--- src/arcade_pkg.sv ---
// Shared widths, keyboard scan codes and joystick bit positions, imported by the arcade I/O RTL
`default_nettype none

package arcade_pkg;

	// --------------------------------------------------------------------
	// Data widths
	// --------------------------------------------------------------------
	localparam int color_bits = 2;    // Core colour per channel
	localparam int vga_bits   = 6;    // VGA colour per channel
	localparam int audio_bits = 12;   // Audio sample from the core

	// --------------------------------------------------------------------
	// PS/2 set 2 scan codes, make codes only
	// --------------------------------------------------------------------
	localparam logic [7:0] code_up     = 8'h75;   // Keypad 8 / up arrow
	localparam logic [7:0] code_down   = 8'h72;   // Keypad 2 / down arrow
	localparam logic [7:0] code_left   = 8'h6b;   // Keypad 4 / left arrow
	localparam logic [7:0] code_right  = 8'h74;   // Keypad 6 / right arrow
	localparam logic [7:0] code_coin   = 8'h76;   // ESC
	localparam logic [7:0] code_start1 = 8'h05;   // F1
	localparam logic [7:0] code_start2 = 8'h06;   // F2
	localparam logic [7:0] code_fire   = 8'h29;   // Space
	localparam logic [7:0] code_bomb   = 8'h11;   // Alt

	// --------------------------------------------------------------------
	// Joystick word bit positions
	// --------------------------------------------------------------------
	// Same layout for both joystick words from the host controller
	localparam int joy_right = 0;
	localparam int joy_left  = 1;
	localparam int joy_down  = 2;
	localparam int joy_up    = 3;
	localparam int joy_fire  = 4;   // Main fire button
	localparam int joy_bomb  = 5;   // Second button, barrier / bomb

endpackage

`default_nettype wire

--- src/arcade_io_top.sv ---
// Top level of the arcade board glue, joining control, video and audio paths on one clock
`timescale 1ns/1ps
`default_nettype none

module arcade_io_top #(
	parameter int dac_bits = 15   // Modulator width, not below the sample width
) (
	input  logic                             clk_22,
	input  logic                             rst_n,
	// Keyboard events and joysticks
	input  logic                             key_strobe,
	input  logic [7:0]                       key_code,
	input  logic                             key_pressed,
	input  logic [7:0]                       joystick_0,
	input  logic [7:0]                       joystick_1,
	// Option levels
	input  logic                             rotate,
	input  logic [1:0]                       scanlines,
	// Video from the core
	input  logic [arcade_pkg::color_bits-1:0] r,
	input  logic [arcade_pkg::color_bits-1:0] g,
	input  logic [arcade_pkg::color_bits-1:0] b,
	input  logic                             hs,
	input  logic                             vs,
	input  logic                             hblank_bg,
	input  logic                             hblank_fg,
	input  logic                             vblank,
	input  logic [arcade_pkg::audio_bits-1:0] audio,
	// Game controls
	output logic                             btn_coin,
	output logic [1:0]                       btn_start,
	output logic                             m_left,
	output logic                             m_right,
	output logic                             m_fire,
	output logic                             m_bomb,
	// Board outputs
	output logic [arcade_pkg::vga_bits-1:0]   vga_r,
	output logic [arcade_pkg::vga_bits-1:0]   vga_g,
	output logic [arcade_pkg::vga_bits-1:0]   vga_b,
	output logic                             vga_hs,
	output logic                             vga_vs,
	output logic                             audio_l,
	output logic                             audio_r
);

	logic kb_up, kb_down, kb_left, kb_right;
	logic kb_coin, kb_start1, kb_start2, kb_fire, kb_bomb;

	// --------------------------------------------------------------------
	// Control pipeline, latch then map
	// --------------------------------------------------------------------
	key_latch u_key_latch (
		.clk_22(clk_22), .rst_n(rst_n),
		.key_strobe(key_strobe), .key_code(key_code), .key_pressed(key_pressed),
		.kb_up(kb_up), .kb_down(kb_down), .kb_left(kb_left), .kb_right(kb_right),
		.kb_coin(kb_coin), .kb_start1(kb_start1), .kb_start2(kb_start2),
		.kb_fire(kb_fire), .kb_bomb(kb_bomb)
	);

	control_mapper u_control_mapper (
		.clk_22(clk_22), .rst_n(rst_n),
		.kb_up(kb_up), .kb_down(kb_down), .kb_left(kb_left), .kb_right(kb_right),
		.kb_coin(kb_coin), .kb_start1(kb_start1), .kb_start2(kb_start2),
		.kb_fire(kb_fire), .kb_bomb(kb_bomb),
		.joystick_0(joystick_0), .joystick_1(joystick_1), .rotate(rotate),
		.btn_coin(btn_coin), .btn_start(btn_start),
		.m_left(m_left), .m_right(m_right), .m_fire(m_fire), .m_bomb(m_bomb)
	);

	video_out u_video_out (
		.clk_22(clk_22), .rst_n(rst_n),
		.r(r), .g(g), .b(b), .hs(hs), .vs(vs),
		.hblank_bg(hblank_bg), .hblank_fg(hblank_fg), .vblank(vblank),
		.scanlines(scanlines),
		.vga_r(vga_r), .vga_g(vga_g), .vga_b(vga_b), .vga_hs(vga_hs), .vga_vs(vga_vs)
	);

	audio_dac #(.dac_bits(dac_bits)) u_audio_dac (
		.clk_22(clk_22), .rst_n(rst_n),
		.sample(audio),
		.dac_out(audio_l)
	);

	assign audio_r = audio_l;   // Mono core, same stream on both channels

endmodule

`default_nettype wire

--- src/audio_dac.sv ---
// First-order sigma-delta modulator turning an audio sample into a one-bit stream for an RC filter
`timescale 1ns/1ps
`default_nettype none

module audio_dac #(
	parameter int dac_bits
) (
	input  logic                             clk_22,
	input  logic                             rst_n,
	input  logic [arcade_pkg::audio_bits-1:0] sample,
	output logic                             dac_out
);

	import arcade_pkg::*;

	localparam int pad = dac_bits - audio_bits;   // Zero bits on the right

	logic [dac_bits-1:0] padded;
	logic [dac_bits-1:0] acc;
	logic [dac_bits:0]   sum;

	// Sample sits in the upper bits of the accumulator width
	assign padded = dac_bits'(sample) << pad;
	assign sum    = {1'b0, acc} + {1'b0, padded};

	// --------------------------------------------------------------------
	// Accumulator
	// --------------------------------------------------------------------
	// Carry out gives the pulse density, the remainder carries the error
	always_ff @(posedge clk_22) begin
		if (!rst_n) begin
			acc     <= '0;
			dac_out <= 1'b0;
		end else begin
			acc     <= sum[dac_bits-1:0];
			dac_out <= sum[dac_bits];   // One per overflow
		end
	end

endmodule

`default_nettype wire

--- src/control_mapper.sv ---
// Second control stage, merges keyboard buttons and both joysticks into registered game controls
`timescale 1ns/1ps
`default_nettype none

module control_mapper (
	input  logic       clk_22,
	input  logic       rst_n,
	input  logic       kb_up,
	input  logic       kb_down,
	input  logic       kb_left,
	input  logic       kb_right,
	input  logic       kb_coin,
	input  logic       kb_start1,
	input  logic       kb_start2,
	input  logic       kb_fire,
	input  logic       kb_bomb,
	input  logic [7:0] joystick_0,
	input  logic [7:0] joystick_1,
	input  logic       rotate,       // 0 selects the rotated cabinet mapping
	output logic       btn_coin,
	output logic [1:0] btn_start,    // {player 2, player 1}
	output logic       m_left,
	output logic       m_right,
	output logic       m_fire,
	output logic       m_bomb
);

	import arcade_pkg::*;

	logic any_up, any_down, any_left, any_right;
	logic left_next, right_next;

	// Direction OR of keyboard and both sticks
	assign any_up    = kb_up    | joystick_0[joy_up]    | joystick_1[joy_up];
	assign any_down  = kb_down  | joystick_0[joy_down]  | joystick_1[joy_down];
	assign any_left  = kb_left  | joystick_0[joy_left]  | joystick_1[joy_left];
	assign any_right = kb_right | joystick_0[joy_right] | joystick_1[joy_right];

	// Rotated screen uses the vertical axis for horizontal movement
	assign left_next  = rotate ? any_left  : any_down;
	assign right_next = rotate ? any_right : any_up;

	// --------------------------------------------------------------------
	// Output register
	// --------------------------------------------------------------------
	always_ff @(posedge clk_22) begin
		if (!rst_n) begin
			btn_coin  <= 1'b0;
			btn_start <= 2'b00;
			m_left    <= 1'b0;
			m_right   <= 1'b0;
			m_fire    <= 1'b0;
			m_bomb    <= 1'b0;
		end else begin
			btn_coin  <= kb_coin;                  // Keyboard only
			btn_start <= {kb_start2, kb_start1};
			m_left    <= left_next;
			m_right   <= right_next;
			m_fire    <= kb_fire | joystick_0[joy_fire] | joystick_1[joy_fire];
			m_bomb    <= kb_bomb | joystick_0[joy_bomb] | joystick_1[joy_bomb];
		end
	end

endmodule

`default_nettype wire

--- src/key_latch.sv ---
// Keyboard event latch that turns scan-code strobes into held button levels for the mapper
`timescale 1ns/1ps
`default_nettype none

module key_latch (
	input  logic       clk_22,
	input  logic       rst_n,
	input  logic       key_strobe,    // One-cycle event pulse
	input  logic [7:0] key_code,
	input  logic       key_pressed,   // 1 make, 0 break
	output logic       kb_up,
	output logic       kb_down,
	output logic       kb_left,
	output logic       kb_right,
	output logic       kb_coin,
	output logic       kb_start1,
	output logic       kb_start2,
	output logic       kb_fire,
	output logic       kb_bomb
);

	import arcade_pkg::*;

	// --------------------------------------------------------------------
	// Button flops
	// --------------------------------------------------------------------
	// Each flop holds its level until the next event with the same code
	always_ff @(posedge clk_22) begin
		if (!rst_n) begin
			kb_up     <= 1'b0;
			kb_down   <= 1'b0;
			kb_left   <= 1'b0;
			kb_right  <= 1'b0;
			kb_coin   <= 1'b0;
			kb_start1 <= 1'b0;
			kb_start2 <= 1'b0;
			kb_fire   <= 1'b0;
			kb_bomb   <= 1'b0;
		end else if (key_strobe) begin
			case (key_code)
				code_up:     kb_up     <= key_pressed;
				code_down:   kb_down   <= key_pressed;
				code_left:   kb_left   <= key_pressed;
				code_right:  kb_right  <= key_pressed;
				code_coin:   kb_coin   <= key_pressed;
				code_start1: kb_start1 <= key_pressed;
				code_start2: kb_start2 <= key_pressed;
				code_fire:   kb_fire   <= key_pressed;
				code_bomb:   kb_bomb   <= key_pressed;
				default: begin
					// Unknown code, all levels hold
				end
			endcase
		end
	end

endmodule

`default_nettype wire

--- src/video_out.sv ---
// Registered VGA output stage with blanking, colour widening, scanline darkening and sync inversion
`timescale 1ns/1ps
`default_nettype none

module video_out (
	input  logic                           clk_22,
	input  logic                           rst_n,
	input  logic [arcade_pkg::color_bits-1:0] r,
	input  logic [arcade_pkg::color_bits-1:0] g,
	input  logic [arcade_pkg::color_bits-1:0] b,
	input  logic                           hs,          // Active high from the core
	input  logic                           vs,
	input  logic                           hblank_bg,
	input  logic                           hblank_fg,
	input  logic                           vblank,
	input  logic [1:0]                     scanlines,   // 0 off, 1..3 in quarters
	output logic [arcade_pkg::vga_bits-1:0]   vga_r,
	output logic [arcade_pkg::vga_bits-1:0]   vga_g,
	output logic [arcade_pkg::vga_bits-1:0]   vga_b,
	output logic                           vga_hs,      // Active low
	output logic                           vga_vs
);

	import arcade_pkg::*;

	localparam int rep = vga_bits / color_bits;   // Copies per widened value

	logic hs_d;
	logic hs_rise;
	logic line_odd;
	logic blank;

	// Widen by repetition, then take level quarters off on odd lines
	function automatic logic [vga_bits-1:0] shade(
		input logic [color_bits-1:0] c,
		input logic [1:0]            level,
		input logic                  odd
	);
		logic [vga_bits-1:0] v;
		logic [vga_bits+1:0] prod;
		v    = {rep{c}};
		prod = v * level;   // At most 63 * 3, fits in 8 bits
		if (odd)
			return v - prod[vga_bits+1:2];
		return v;
	endfunction

	assign hs_rise = hs & ~hs_d;
	assign blank   = (hblank_bg & hblank_fg) | vblank;   // Both h flags needed

	// --------------------------------------------------------------------
	// Line parity and output register
	// --------------------------------------------------------------------
	always_ff @(posedge clk_22) begin
		if (!rst_n) begin
			hs_d     <= 1'b0;
			line_odd <= 1'b0;
			vga_r    <= '0;
			vga_g    <= '0;
			vga_b    <= '0;
			vga_hs   <= 1'b1;   // Inactive
			vga_vs   <= 1'b1;
		end else begin
			hs_d <= hs;
			if (hs_rise)
				line_odd <= ~line_odd;
			vga_r  <= blank ? '0 : shade(r, scanlines, line_odd);
			vga_g  <= blank ? '0 : shade(g, scanlines, line_odd);
			vga_b  <= blank ? '0 : shade(b, scanlines, line_odd);
			vga_hs <= ~hs;
			vga_vs <= ~vs;
		end
	end

endmodule

`default_nettype wire
--- config.mk ---
export PLATFORM = sky130hd
export DESIGN_NAME = arcade_io_top
export DESIGN_NICKNAME = d
export VERILOG_FILES = /design/src/arcade_pkg.sv /design/src/arcade_io_top.sv /design/src/audio_dac.sv /design/src/control_mapper.sv /design/src/key_latch.sv /design/src/video_out.sv
export SDC_FILE = /design/constraint.sdc
export NUM_CORES = 1
export LEC_CHECK = 0
export BUFFER_PORTS_ARGS = -buffer_cell sky130_fd_sc_hd__buf_2
export CORE_MARGIN = 5
export CORE_UTILIZATION = 55
export CTS_CLUSTER_SIZE = 16
export DETAILED_ROUTE_END_ITERATION = 6
export GPL_TIMING_DRIVEN = 1
export PLACE_DENSITY = 0.79
export RECOVER_POWER = 100
export SETUP_SLACK_MARGIN = 0.4
export SLEW_MARGIN = 20
export SYNTH_ARGS = -nofsm -noshare
export SYNTH_HDL_FRONTEND = slang
export SYNTH_HIERARCHICAL = 1
export SYNTH_SLANG_ARGS = --single-unit
--- constraint.sdc ---
create_clock -name clk_22 -period 3.9 [get_ports clk_22]
set_input_delay 0.585 -clock clk_22 [delete_from_list [all_inputs] [get_ports clk_22]]
set_output_delay 0.585 -clock clk_22 [all_outputs]
set_load 0.005 [all_outputs]
# Yosys cells after proc, flatten, opt, wreduce, memory -nomap -nowiden
# Cells that the tools add are included.
[op_classes]
add_sub_neg = 4
n_mul = 3
eq_ne = 9
mux = 10
bitwise = 20
reduce_logical = 10
[ops]
columns = ["operator", "n"]
rows = [
  ["$eq 8x7->1 const B", 5],
  ["$mux 6", 6],
  ["$mul 6x2->8", 3],
  ["$reduce_and 2->1", 9],
  ["$sub 6x6->6", 3],
  ["$add 15x15->16", 1],
  ["$eq 8x3->1 const B", 2],
  ["$or 1x1->1", 13],
  ["$eq 8x5->1 const B", 1],
  ["$eq 8x6->1 const B", 1],
  ["$not 1->1", 5],
  ["$mux 1", 4],
  ["$and 1x1->1", 2],
  ["$reduce_or 2->1", 1],
]
[totals]
reg_bits = 54
inputBits = 54
output_inout_bits = 29
elab_cells = 80

# Logic depth before layout (Yosys ltp)
# Gate-level depths: netlist of run 1.
[depth]
ltp_word = 4
depth_mapped = 12

# Cells and area by module
# The synthesis of run 1 kept the hierarchy.
[by_module_without_submodules]
columns = ["module", "instances", "cells_per_inst", "area_per_inst_um2"]
rows = [
  ["video_out", 1, 201, 1700.4],
  ["audio_dac", 1, 89, 825.8],
  ["key_latch", 1, 48, 485.5],
  ["control_mapper", 1, 18, 239.0],
  ["arcade_io_top", 1, 1, 7.5],
]

# Worst setup path before layout of run 1
# No wires, ideal clock.
[synth_timing]
path_kind = "in2reg"
start = "input r[0] in the netlist's numbering"
end = "register u_video_out/vga_r[4] in the netlist's numbering"
setup_ns = 0.129
t_arrival_ns = 2.621
slack_ns = 1.150
stages = 12
n_path_buf = 0
cell_sequence = "and2_1 ha_1 inv_1 fa_1 inv_1 ha_1 inv_1 fa_1 a21o_1 a21oi_1 mux2i_1 o31ai_1"
[synth_via]
elab_chain_len = 4
[synth_rtl]
columns = ["element", "line_no", "text"]
rows = [
  ["start: declaration", "arcade_io_top.sv:20", "input logic [arcade_pkg::color_bits-1:0] r,"],
  ["$mul 6x2->8", "video_out.sv:42", "prod = v * level;"],
  ["$sub 6x6->6", "video_out.sv:44", "return v - prod[vga_bits+1:2];"],
  ["$mux 6", "video_out.sv:43", "if (odd)"],
  ["$mux 6 *", "video_out.sv:45", "return v;"],
  ["end signal: assignment", "video_out.sv:67", "vga_r <= blank ? '0 : shade(r, scanlines, line_odd);"],
  ["end: declaration", "video_out.sv:17", "output logic [arcade_pkg::vga_bits-1:0] vga_r,"],
]
# Mark *: on every way between the ends. The rest lies on a longest branch, timed or not. The select of a mux whose other input is x is not followed.
# A chain may end at the register's enable or synchronous reset.

# Final worst setup path of run 1
[layout_timing]
start = "input r[1] in the netlist's numbering"
end = "register u_video_out/vga_r[4] in the netlist's numbering"
[layout_via]
elab_chain_len = 4
[layout_rtl]
columns = ["element", "line_no"]
rows = [
  ["$mul 6x2->8", "video_out.sv:42"],
  ["$sub 6x6->6 *", "video_out.sv:44"],
  ["$mux 6 *", "video_out.sv:43"],
  ["$mux 6 *", "video_out.sv:45"],
]
# Marked as above.

==> flow_summary.toml, run 1 <==
[placement]
dp_hpwl_microns = 5406
gp_congestion = 0.8877
port_buffers = 78
dpl-instance-area_sq_um = 3719
dp.cells = 504

[cts]
cts_resized = 0
cts_buffers = 5
clkTransAtPathRegs_ns = 0.09
clk_root_buffer_cell = "clkbuf_8"
clock-sinks = 51
cts_tree = "done"
cts_hold_buf = 0
clock_path_buffers = 2
htreeDepth = 2
clk_latency_ns = 0.30
post_cts_buffers = 0

[synth]
yosysTopAreaCellShare_pct = 31.34
synth-xor-area-share_pct = 5.376
yosys_warnings = 6
synthSimpleGateAreaFrac_pct = 23.54
synthAdderAreaFrac_pct = 16.97
synth_top_cell_by_area = "dfxtp_1"
yosysSeqAreaShare_pct = 31.34
yosys-top-cells-area = "dfxtp_1 (31%), ha_1 (13%), fa_1 (4.3%)"
ys.flop_type = "dfxtp_1"
synth_cell_types = 55
yosys-mux-area-fraction_pct = 3.379
synth_top_family_by_area = "simple AND/OR/NAND/NOR gates"
synth_edf_count = 0
ys_ff_latch = 51
postSynthAreaPerCell_sq_um = 9.126
syn_nets = 451
syn_area_sq_um = 3258
synth_cells = 357
synth-compound-area-share_pct = 15.78
async_flop_share_pct = 0

[power]
leakage_nw = 1.756
ir_drop_mv = 0.3023
p_per_area_nw_per_um2 = 403.8
p_total_w = 0.001534

[global_routing]
globalRouteOverflowTotal = 0
grt_max_degree = 36
grt_pass1_wl_microns = 10620
grt_antenna_before_repair = 0
first_global_vias = 2571
grt_usage_pct = 17.13

[layout]
nFillCells = 476
final_cells = 512
finalNetCount = 530
post-route-util_pct = 64.95
syn_to_final_growth_pct = 16.63
diodes = 0
layout-drive-gt1-share_pct = 18.76
fin_area_sq_um = 3800

[setup_path]
endpoint = "u_video_out/vga_r[4]"
cp-end-kind = "flip-flop"
r2r_end = "u_audio_dac/acc[13]"
cp.required_ns = 4.06
r2r_cells = 7
crit_chain = "clkbuf_1 -> and2_0 -> ha_1 -> inv_1 -> fa_1 -> inv_1 -> ha_1 -> inv_1 -> fa_1 -> a21o_1 -> a21oi_1 -> mux2i_1 -> o31ai_1"
ff2ff_setup_slack_ns = 1.65
critPathKind = "in2reg"
crit_path_max_fanout = 8
cpMaxStageDelayCell = "fa_1"
r2r-start = "u_audio_dac/acc[3]"
cp.depth = 13
critPathArrivalTime_ns = 3.05
crit_path_frequent_cell = "inv_1"
startpoint_type = "primary input"
critPathMaxStageDelay_ns = 0.44
cp_top_family = "adder cells"
cp.buffers_inverters = 4
crit_start = "r[1]"

[job]
max-cap-violations = 0

[timing]
fin_setup_tns_ns = 0
fin_crit_sh_pct = 74.01
finalSetupViolations = 0
drv_slew = 0
slew_headroom_pct = 15.43
max_freq_mhz = 346.4
fin_crit_ns = 2.886
finalHoldViolCount = 0
rsz0062_at_grt = "false"
worst_clock_skew_ns = 0.001875
worstMarginPinSlew_ns = 1.268

[die]
fp.dieW_microns = 86.97
die_area_sq_um = 7563
row_count = 28
coreArea_sq_um = 5851
fp.dieH_microns = 86.97
io_pins = 83
start_util_pct = 55.69

[detailed_routing]
dr.first_iter.drc_count = 46
wl_per_cell_microns = 13.18
vias = 2775
drt-total-wl_microns = 6748
final_antenna_net_count = 0
first_pass_iters = 5
viasPerCell = 5.420
route.detailed.drc = 0

[hold_path]
hold_depth = 2
hold_path.class = "in2reg"

[run_status]
outcome = "finished, final reports clean"
## Yosys cell counts, drive strengths merged, types with 3 or more instances
cell type and count:
nand4 6, inv 23, nor2b 9, nand2b 13
mux2i 11, nor4b 5, nor2 11, dfxtp 51
clkbuf 5, nor4 3, ha 33, and3 5
or4 3, a21oi 23, xnor2 7, o21ai 14
o211a 3, nand3 10, a211oi 8, a21o 4
o22ai 3, a31oi 4, o41ai 3, a21boi 3
fa 7, o31a 3, or2 5, xor2 13
nand2 29, and2 18
## cell families after synthesis
logic type,count (synthesis)
AO/OA/AOI/OAI,77
XOR/XNOR,20
adder cells (fa/ha/maj),40
buffers and inverters,30
flip-flops,51
multiplexers,11
AND/OR/NAND/NOR,128
## worst min path at each step
stage / from / to
after floorplan: u_key_latch/kb_start1 / u_control_mapper/btn_start[0]
after global placement: u_key_latch/kb_start1 / u_control_mapper/btn_start[0]
after detailed placement: u_key_latch/kb_start1 / u_control_mapper/btn_start[0]
final: vs / u_video_out/vga_vs
after CTS: vs / u_video_out/vga_vs
after global routing: vs / u_video_out/vga_vs
## cells in the final DEF, fill, tap and decap left out, types with 4 or more instances in the layout
cell / synthesis / routed
a211oi_1: 7 / 8
a21oi_1: 22 / 23
a31oi_1: 4 / 4
and2_0: 0 / 8
and2_1: 18 / 10
and3_1: 5 / 5
buf_2: 1 / 62
clkbuf_1: 5 / 17
clkbuf_8: 0 / 6
dfxtp_1: 51 / 51
fa_1: 7 / 7
ha_1: 33 / 33
inv_1: 22 / 22
mux2i_1: 11 / 11
nand2_1: 29 / 29
nand2b_1: 13 / 13
nand3_1: 10 / 10
nand4_1: 6 / 6
nor2_1: 11 / 11
nor2b_1: 9 / 9
nor4b_2: 4 / 4
o21ai_0: 11 / 11
or2_2: 4 / 4
xnor2_1: 7 / 7
xor2_1: 13 / 13
## final cells by class
cell class	count	area [sq um]	area share, %
flip-flops and latches	51	1021	26.87
repair buffers	79	374.1	9.845
inverters	23	86.33	2.272
clock inverters	2	38.79	1.021
multi-input cells	276	2103	55.35
well taps	75	93.84	2.470
clock buffers	6	82.58	2.173
## sequential cells by signal, summed over array words and instances, names as in the netlist, 2 cells and up
signal                      cells
u_video_out/vga_b               6
u_video_out/vga_g               6
u_control_mapper/btn_start      2
u_audio_dac/acc                12
u_video_out/vga_r               6
## power breakdown
| part | internal (W) | switching (W) | total [W] |
|---|---|---|---|
| registers | 0.000583 | 0.0000251 | 0.000608 |
| clock network | 0.000211 | 0.000170 | 0.000381 |
| logic | 0.000256 | 0.000289 | 0.000545 |
## through the flow
step / hold slack (ns) / worst slack, ns
after floorplan: 0.4296 / 1.150
after global placement: 0.4406 / 0.8551
after detailed placement: 0.4470 / 0.8214
after CTS: 0.4193 / 1.145
after global routing: 0.4375 / 0.8242
final: 0.4371 / 1.014
## worst reg2reg max path, cell delays in order (launching register included)
cell     delay, ns
dfxtp_1       0.31
ha_1          0.21
fa_1          0.43
a211o_1       0.33
a21oi_1       0.26
nor3_1        0.10
or3_1         0.34
and3_1        0.16
## per-layer routing
metal / vias to the layer above / global-route usage, % / wire length [microns]
met5: - / 0 / 0
met4: 0 / 6.516 / 112
met3: 11 / 2.554 / 328
met2: 66 / 31.54 / 3408
met1: 1263 / 19.75 / 2898
li1: 1435 / - / -
Power figures use the tool's default switching activity.
==> inputs of run 2 (changes only) <==
--- a/config.mk
+++ b/config.mk
@@ -5,13 +5,14 @@
 export SDC_FILE = /design/constraint.sdc
 export NUM_CORES = 1
 export LEC_CHECK = 0
+export ABC_AREA = 1
 export BUFFER_PORTS_ARGS = -buffer_cell sky130_fd_sc_hd__buf_2
 export CORE_MARGIN = 5
-export CORE_UTILIZATION = 55
+export CORE_UTILIZATION = 49
 export CTS_CLUSTER_SIZE = 16
 export DETAILED_ROUTE_END_ITERATION = 6
 export GPL_TIMING_DRIVEN = 1
-export PLACE_DENSITY = 0.79
+export PLACE_DENSITY = 0.74
 export RECOVER_POWER = 100
 export SETUP_SLACK_MARGIN = 0.4
 export SLEW_MARGIN = 20
==> constraint.sdc (replaced) <==
create_clock -name clk_22 -period 2.6 [get_ports clk_22]
set_input_delay 0.39 -clock clk_22 [delete_from_list [all_inputs] [get_ports clk_22]]
set_output_delay 0.39 -clock clk_22 [all_outputs]
set_load 0.005 [all_outputs]
==> run 2 against run 1 <==
  * Sequential share of layout area down 2.8 points
  * Clock power up 28%
  * Flip-flop and latch count stayed put
  * First-iteration DRC count is 43% higher
  * Utilization is 5.6 points lower
  * Count of clock-buffer cells in the layout unchanged
  * Design area grew 11%
  * Sequential power increased by 46%
  * Largest power group is now combinational logic
==> flow_summary.toml, run 2 <==
[run_status]
outcome = "finished, final reports clean"

[cts]
cts_buffers = 5
clkTransAtPathRegs_ns = 0.09
clock_path_buffers = 2
clk_latency_ns = 0.30
cts_tree = "done"
clock-sinks = 51
clk_root_buffer_cell = "clkbuf_8"
htreeDepth = 2

[timing]
finalHoldViolCount = 0
fin_crit_ns = 2.271
worst_clock_skew_ns = 0.005250
rsz0062_at_grt = "false"
slew_headroom_pct = 16.09
fin_setup_tns_ns = 0
drv_slew = 0
whs_ns = 0.2717
worstMarginPinSlew_ns = 1.259
finalSetupViolations = 0
fin_crit_sh_pct = 87.35
max_freq_mhz = 440.3

[layout]
syn_to_final_growth_pct = 19.90
largest_reg_flops = 12
layout_commonest_cell = "nand2_1"
layout-drive-gt1-share_pct = 22.11
mostFrequentLayoutCells = "nand2_1 (129), inv_1 (73), buf_2 (52)"
finalNetCount = 690
max_flop_register = "u_audio_dac/acc"
diodes = 0

[setup_path]
startpoint_type = "primary input"
critPathKind = "in2reg"
cp.required_ns = 2.84
cp-end-kind = "flip-flop"
critPathArrivalTime_ns = 2.51
crit_path_max_fanout = 6

[synth]
yosys_warnings = 6
synth_cell_types = 32
synth_top_cell_by_area = "dfxtp_1"
async_flop_share_pct = 0
synth_cells = 511
yosys-top-cells-area = "dfxtp_1 (29%), nand2_1 (14%), ha_1 (12%)"
ys_ff_latch = 51
yosysTopAreaCellShare_pct = 28.90
postSynthAreaPerCell_sq_um = 6.915
synth_edf_count = 0
yosysMostFrequentCell = "nand2_1"
syn_area_sq_um = 3533
syn_nets = 605
yosys-top-cells-count = "nand2_1 (133), inv_1 (79), dfxtp_1 (51), nor2_1 (51), nand3_1 (40)"
yosysSeqAreaShare_pct = 28.90
ys.flop_type = "dfxtp_1"

[power]
switching_share_pct = 37.30
p_int_w = 0.001443
seqPwrFrac_pct = 38.6
clockPowerShare_pct = 21.2
power.switching_w = 0.0008582
leakage_nw = 2.267
ir_drop_mv = 0.2190
p_per_area_nw_per_um2 = 543.1
comb_power_share_pct = 40.1

[global_routing]
grt_util_met2_pct = 33.24
grtUsageMet1_pct = 19.60
grt_usage_pct = 17.17
busiest_layer = "met2"
grt_antenna_before_repair = 0
grt_pass1_wl_microns = 12700
first_global_vias = 3092
grt_max_degree = 30
globalRouteOverflowTotal = 0
grt.met3_usage_pct = 2.072

[placement]
gp_congestion = 0.9209
port_buffers = 78
dp_hpwl_microns = 6105

[detailed_routing]
dr.first_iter.drc_count = 66
vias = 3362
first_pass_iters = 4
drt-total-wl_microns = 7814
wl_per_cell_microns = 11.23
route.detailed.drc = 0
final_antenna_net_count = 0
viasPerCell = 4.830

[job]
max-cap-violations = 0

[die]
start_util_pct = 49.51
row_count = 31
fp.dieW_microns = 94.92
coreArea_sq_um = 7137
io_pins = 83
fp.dieH_microns = 94.92
die_area_sq_um = 9009

[hold_path]
hold_path.class = "in2reg"
-- run 2: cell types whose count changed in the layout (fill, tap and decap cells not counted), sizes merged, moves of 8 or more --
cell,delta
nand2,+116
inv,+63
nor2,+43
nand3,+31
a21oi,+24
and2,-14
nand2b,-13
mux2i,-11
nor2b,-9
a211oi,-8
-- run 2: path summary, 6_finish.rpt --
check                        start  cells past startpoint                       endpoint  slack (ns)
max reg2reg     u_audio_dac/acc[3]                     10            u_audio_dac/dac_out        0.84
min reg2reg  u_key_latch/kb_start1                      2  u_control_mapper/btn_start[0]        0.44
min                             vs                      2             u_video_out/vga_vs        0.27
max                           g[0]                     14           u_video_out/vga_g[2]        0.33
-- run 2: cell families (layout without fill, tap and decap cells) --
group                    count (synthesis)  after routing  share of synthesized area, %
AND/OR/NAND/NOR                        259            259                         32.29
buffers and inverters                   93            179                         10.87
XOR/XNOR                                14             14                         3.470
flip-flops                              51             51                         28.90
adder cells (fa/ha/maj)                 40             40                         15.65
AO/OA/AOI/OAI                           54             54                         8.817
-- run 2: worst max-delay path, stage by stage --
cell and delay [ns]:
clkbuf_1 0.22, nand2_1 0.10, inv_1 0.07, ha_1 0.15, inv_2 0.05, fa_2 0.40
inv_1 0.10, ha_4 0.13, inv_2 0.04, fa_2 0.40, buf_6 0.13, a21oi_2 0.10
o21ai_1 0.08, a21oi_1 0.14
-- run 2: power by group through the flow --
stage,clock (W),sequential [W],combinational (W)
after floorplan,0,0.000901,0.000679
after global placement,0,0.000902,0.000857
after detailed placement,0,0.000906,0.000878
after CTS,0.000512,0.000888,0.000884
after global routing,0.000537,0.000895,0.00106
final,0.000489,0.000889,0.000923
-- run 2: layer usage --
layer / up-vias / share of wire, % / wire length (microns)
li1: 1761 / - / -
met1: 1518 / 43 / 3343
met4: 0 / 1.1 / 85
met5: - / 0 / 0
met3: 9 / 4.0 / 311
met2: 74 / 52 / 4073
-- run 2: what timing repair did --
item	CTS	global route
endpoints found under the setup margin	1	13
resized for setup	2	54
endpoints found under the hold margin	0	0
hold buffers	0	0
pin swaps	0	12
setup buffers	0	3
-- run 2: metrics by stage --
step	instances	cell area [sq um]	setup WS, ns	utilization [%]	power (W)
6_report	696	4237	0.3290	59.36	0.002301
5_1_grt	696	4237	0.2068	59.36	0.002493
4_1_cts	693	4116	0.4136	57.68	0.002285
3_5_place_dp	685	4013	0.04974	56.22	0.001785
3_3_place_gp	685	4013	0.09607	56.22	0.001759
2_1_floorplan	511	3533	0.4046	-	0.001580
-- run 2: final cells by class --
type / instances / area (sq um)
fill: 723 / 2900
multi-input combinational: 367 / 2226
sequential: 51 / 1021
timing repair buffer: 84 / 440.4
inverter: 87 / 326.6
tap: 99 / 123.9
clock buffer: 6 / 82.58
clock inverter: 2 / 16.27
==> inputs of run 3 (changes only) <==
--- a/config.mk
+++ b/config.mk
@@ -8,11 +8,11 @@
 export ABC_AREA = 1
 export BUFFER_PORTS_ARGS = -buffer_cell sky130_fd_sc_hd__buf_2
 export CORE_MARGIN = 5
-export CORE_UTILIZATION = 49
+export CORE_UTILIZATION = 31
 export CTS_CLUSTER_SIZE = 16
 export DETAILED_ROUTE_END_ITERATION = 6
 export GPL_TIMING_DRIVEN = 1
-export PLACE_DENSITY = 0.74
+export PLACE_DENSITY = 0.5
 export RECOVER_POWER = 100
 export SETUP_SLACK_MARGIN = 0.4
 export SLEW_MARGIN = 20
==> run 3 against run 2 <==
  * Die area increased by 51%
  * Final cell count increased by 6.3%
  * Clock skew about the same
  * Clock power increased by 51%
  * Critical path depth increased by 1
  * Count of clock-buffer cells in the layout decreased by 1
  * Combinational power decreased by 1%
  * Worst setup slack improved by 0.043 ns
  * Utilization decreased by 21 points
  * Fmax increased by 1.9%
  * Non-clock buffer count increased by 1
==> flow_summary.toml, run 3 (synthesis results as in run 2) <==
[power]
leakage_nw = 2.293
ir_drop_mv = 0.2840
power.switching_w = 0.0008667
switching_share_pct = 34.15
seqPwrFrac_pct = 35.0
comb_power_share_pct = 36.0
p_per_area_nw_per_um2 = 585.9
clockPowerShare_pct = 29.0
p_int_w = 0.001671

[cts]
cts_tree = "done"
clk_latency_ns = 0.29
clock_path_buffers = 2
clock-sinks = 51
cts_buffers = 5
clkTransAtPathRegs_ns = 0.07
clk_root_buffer_cell = "clkbuf_16"
htreeDepth = 2
cts_hold_buf = 0

[placement]
place_worst_setup_slack_ns = 0.05706
gp_congestion = 0.8052
dp_hpwl_microns = 6584
port_buffers = 78

[setup_path]
startpoint_type = "primary input"
ff2ff_setup_slack_ns = 0.86
cp.buffers_inverters = 5
crit_path_max_fanout = 3
critPathMaxStageDelay_ns = 0.48
cp.required_ns = 2.82
cp-end-kind = "flip-flop"
cpMaxStageDelayCell = "fa_1"
critPathArrivalTime_ns = 2.45
cp_top_family = "adder cells"
critPathKind = "in2reg"
cp.depth = 15
r2r_cells = 10
crit_chain = "clkbuf_1 -> nand2_1 -> inv_1 -> ha_2 -> inv_2 -> fa_1 -> inv_1 -> ha_4 -> inv_2 -> fa_1 -> nand3_2 -> nand2_1 -> nand2_1 -> nand3_2 -> a21oi_1"
crit_path_frequent_cell = "nand2_1"
r2r_end = "u_audio_dac/dac_out"
r2r-start = "u_audio_dac/acc[3]"

[global_routing]
first_global_vias = 3202
grt_antenna_before_repair = 0
globalRouteOverflowTotal = 0
grt_usage_pct = 12.35
grt_pass1_wl_microns = 13710
grt_max_degree = 30

[timing]
fin_setup_tns_ns = 0
fin_crit_sh_pct = 85.70
finalHoldViolCount = 0
fin_crit_ns = 2.228
drv_slew = 0
worstMarginPinSlew_ns = 1.263
slew_headroom_pct = 15.81
max_freq_mhz = 448.8
worst_clock_skew_ns = 0.005629
fin_ws_ns = 0.3719
rsz0062_at_grt = "true"
finalSetupViolations = 0

[die]
die_area_sq_um = 13630
coreArea_sq_um = 11270
fp.dieW_microns = 116.8
io_pins = 83
start_util_pct = 31.35
fp.dieH_microns = 116.8
row_count = 39

[hold_path]
min_from = "vs"
hold_depth = 2
holdPathEnd = "u_video_out/vga_vs"
hold_path.class = "in2reg"

[layout]
largest_reg_flops = 12
finalNetCount = 691
layout-drive-gt1-share_pct = 21.61
diodes = 0
post-route-util_pct = 38.43
layout_commonest_cell = "nand2_1"
mostFrequentLayoutCells = "nand2_1 (129), inv_1 (74), buf_2 (53)"
max_flop_register = "u_audio_dac/acc"
syn_to_final_growth_pct = 22.59

[detailed_routing]
route.detailed.drc = 0
first_pass_iters = 5
vias = 3282
final_antenna_net_count = 0
wl_per_cell_microns = 10.98
drt-total-wl_microns = 8128
dr.first_iter.drc_count = 104
viasPerCell = 4.435

[run_status]
outcome = "finished, final reports clean"

[job]
max-cap-violations = 0
[run 3: cell types whose count changed in the layout (fill, tap and decap cells not counted), moves of 3 or more]
cell and change:
clkbuf_16 +5, a21oi_2 -4, a21oi_1 +4, ha_1 -3, clkbuf_8 -6, ha_2 +4
[run 3: routing by layer]
| layer | GRT usage, % | part of all wire (%) | wire length [microns] | vias to the layer above |
|---|---|---|---|---|
| met2 | 22.37 | 49 | 4014 | 53 |
| li1 | - | - | - | 1772 |
| met1 | 14.73 | 45 | 3665 | 1450 |
| met3 | 1.969 | 4.1 | 335 | 7 |
| met5 | 0 | 0 | 0 | - |
| met4 | 4.205 | 1.4 | 112 | 0 |
[run 3: layout make-up]
cell class	count	area, sq um
Clock inverter	2	37.54
Timing Repair Buffer	85	437.9
Sequential cell	51	1021
Inverter	87	326.6
Multi-Input combinational cell	367	2205
Tap cell	143	178.9
Fill cell	1249	6940
Clock buffer	5	125.1
[run 3: worst max-delay path by stage]
stage                  from                   end  slack (ns)
2_1_floorplan          g[0]  u_video_out/vga_g[4]        0.40
3_3_place_gp   scanlines[1]  u_video_out/vga_b[4]        0.07
3_5_place_dp   scanlines[1]  u_video_out/vga_b[4]        0.06
4_1_cts        scanlines[1]  u_video_out/vga_b[4]        0.40
5_1_grt                b[0]  u_video_out/vga_b[4]        0.21
6_report               g[1]  u_video_out/vga_g[4]        0.37
[run 3: per-stage QoR]
stage	instances	area (sq um)	hold slack, ns	total power, W
final	740	4332	0.2513	0.002538
after global routing	740	4332	0.2505	0.002761
after floorplan	511	3533	0.4075	0.001580
after CTS	739	4267	0.2388	0.002569
after detailed placement	732	4090	0.4229	0.001802
after global placement	732	4090	0.4295	0.001790
[run 3: what timing repair did]
action / CTS / global route
gates cloned: 0 / 0
pin swaps: 1 / 15
gates resized for setup: 5 / 39
buffers inserted: 0 / 1
endpoints found under the hold margin: 0 / 0
setup endpoints to repair: 2 / 12
[run 3: power by group through the flow]
stage               Sequential, W  Clock (W)  Combinational (W)
floorplan                0.000901          0           0.000679
global placement         0.000903          0           0.000887
detailed placement       0.000906          0           0.000896
CTS                      0.000888   0.000776           0.000905
global route             0.000895   0.000800            0.00107
finish                   0.000888   0.000737           0.000913
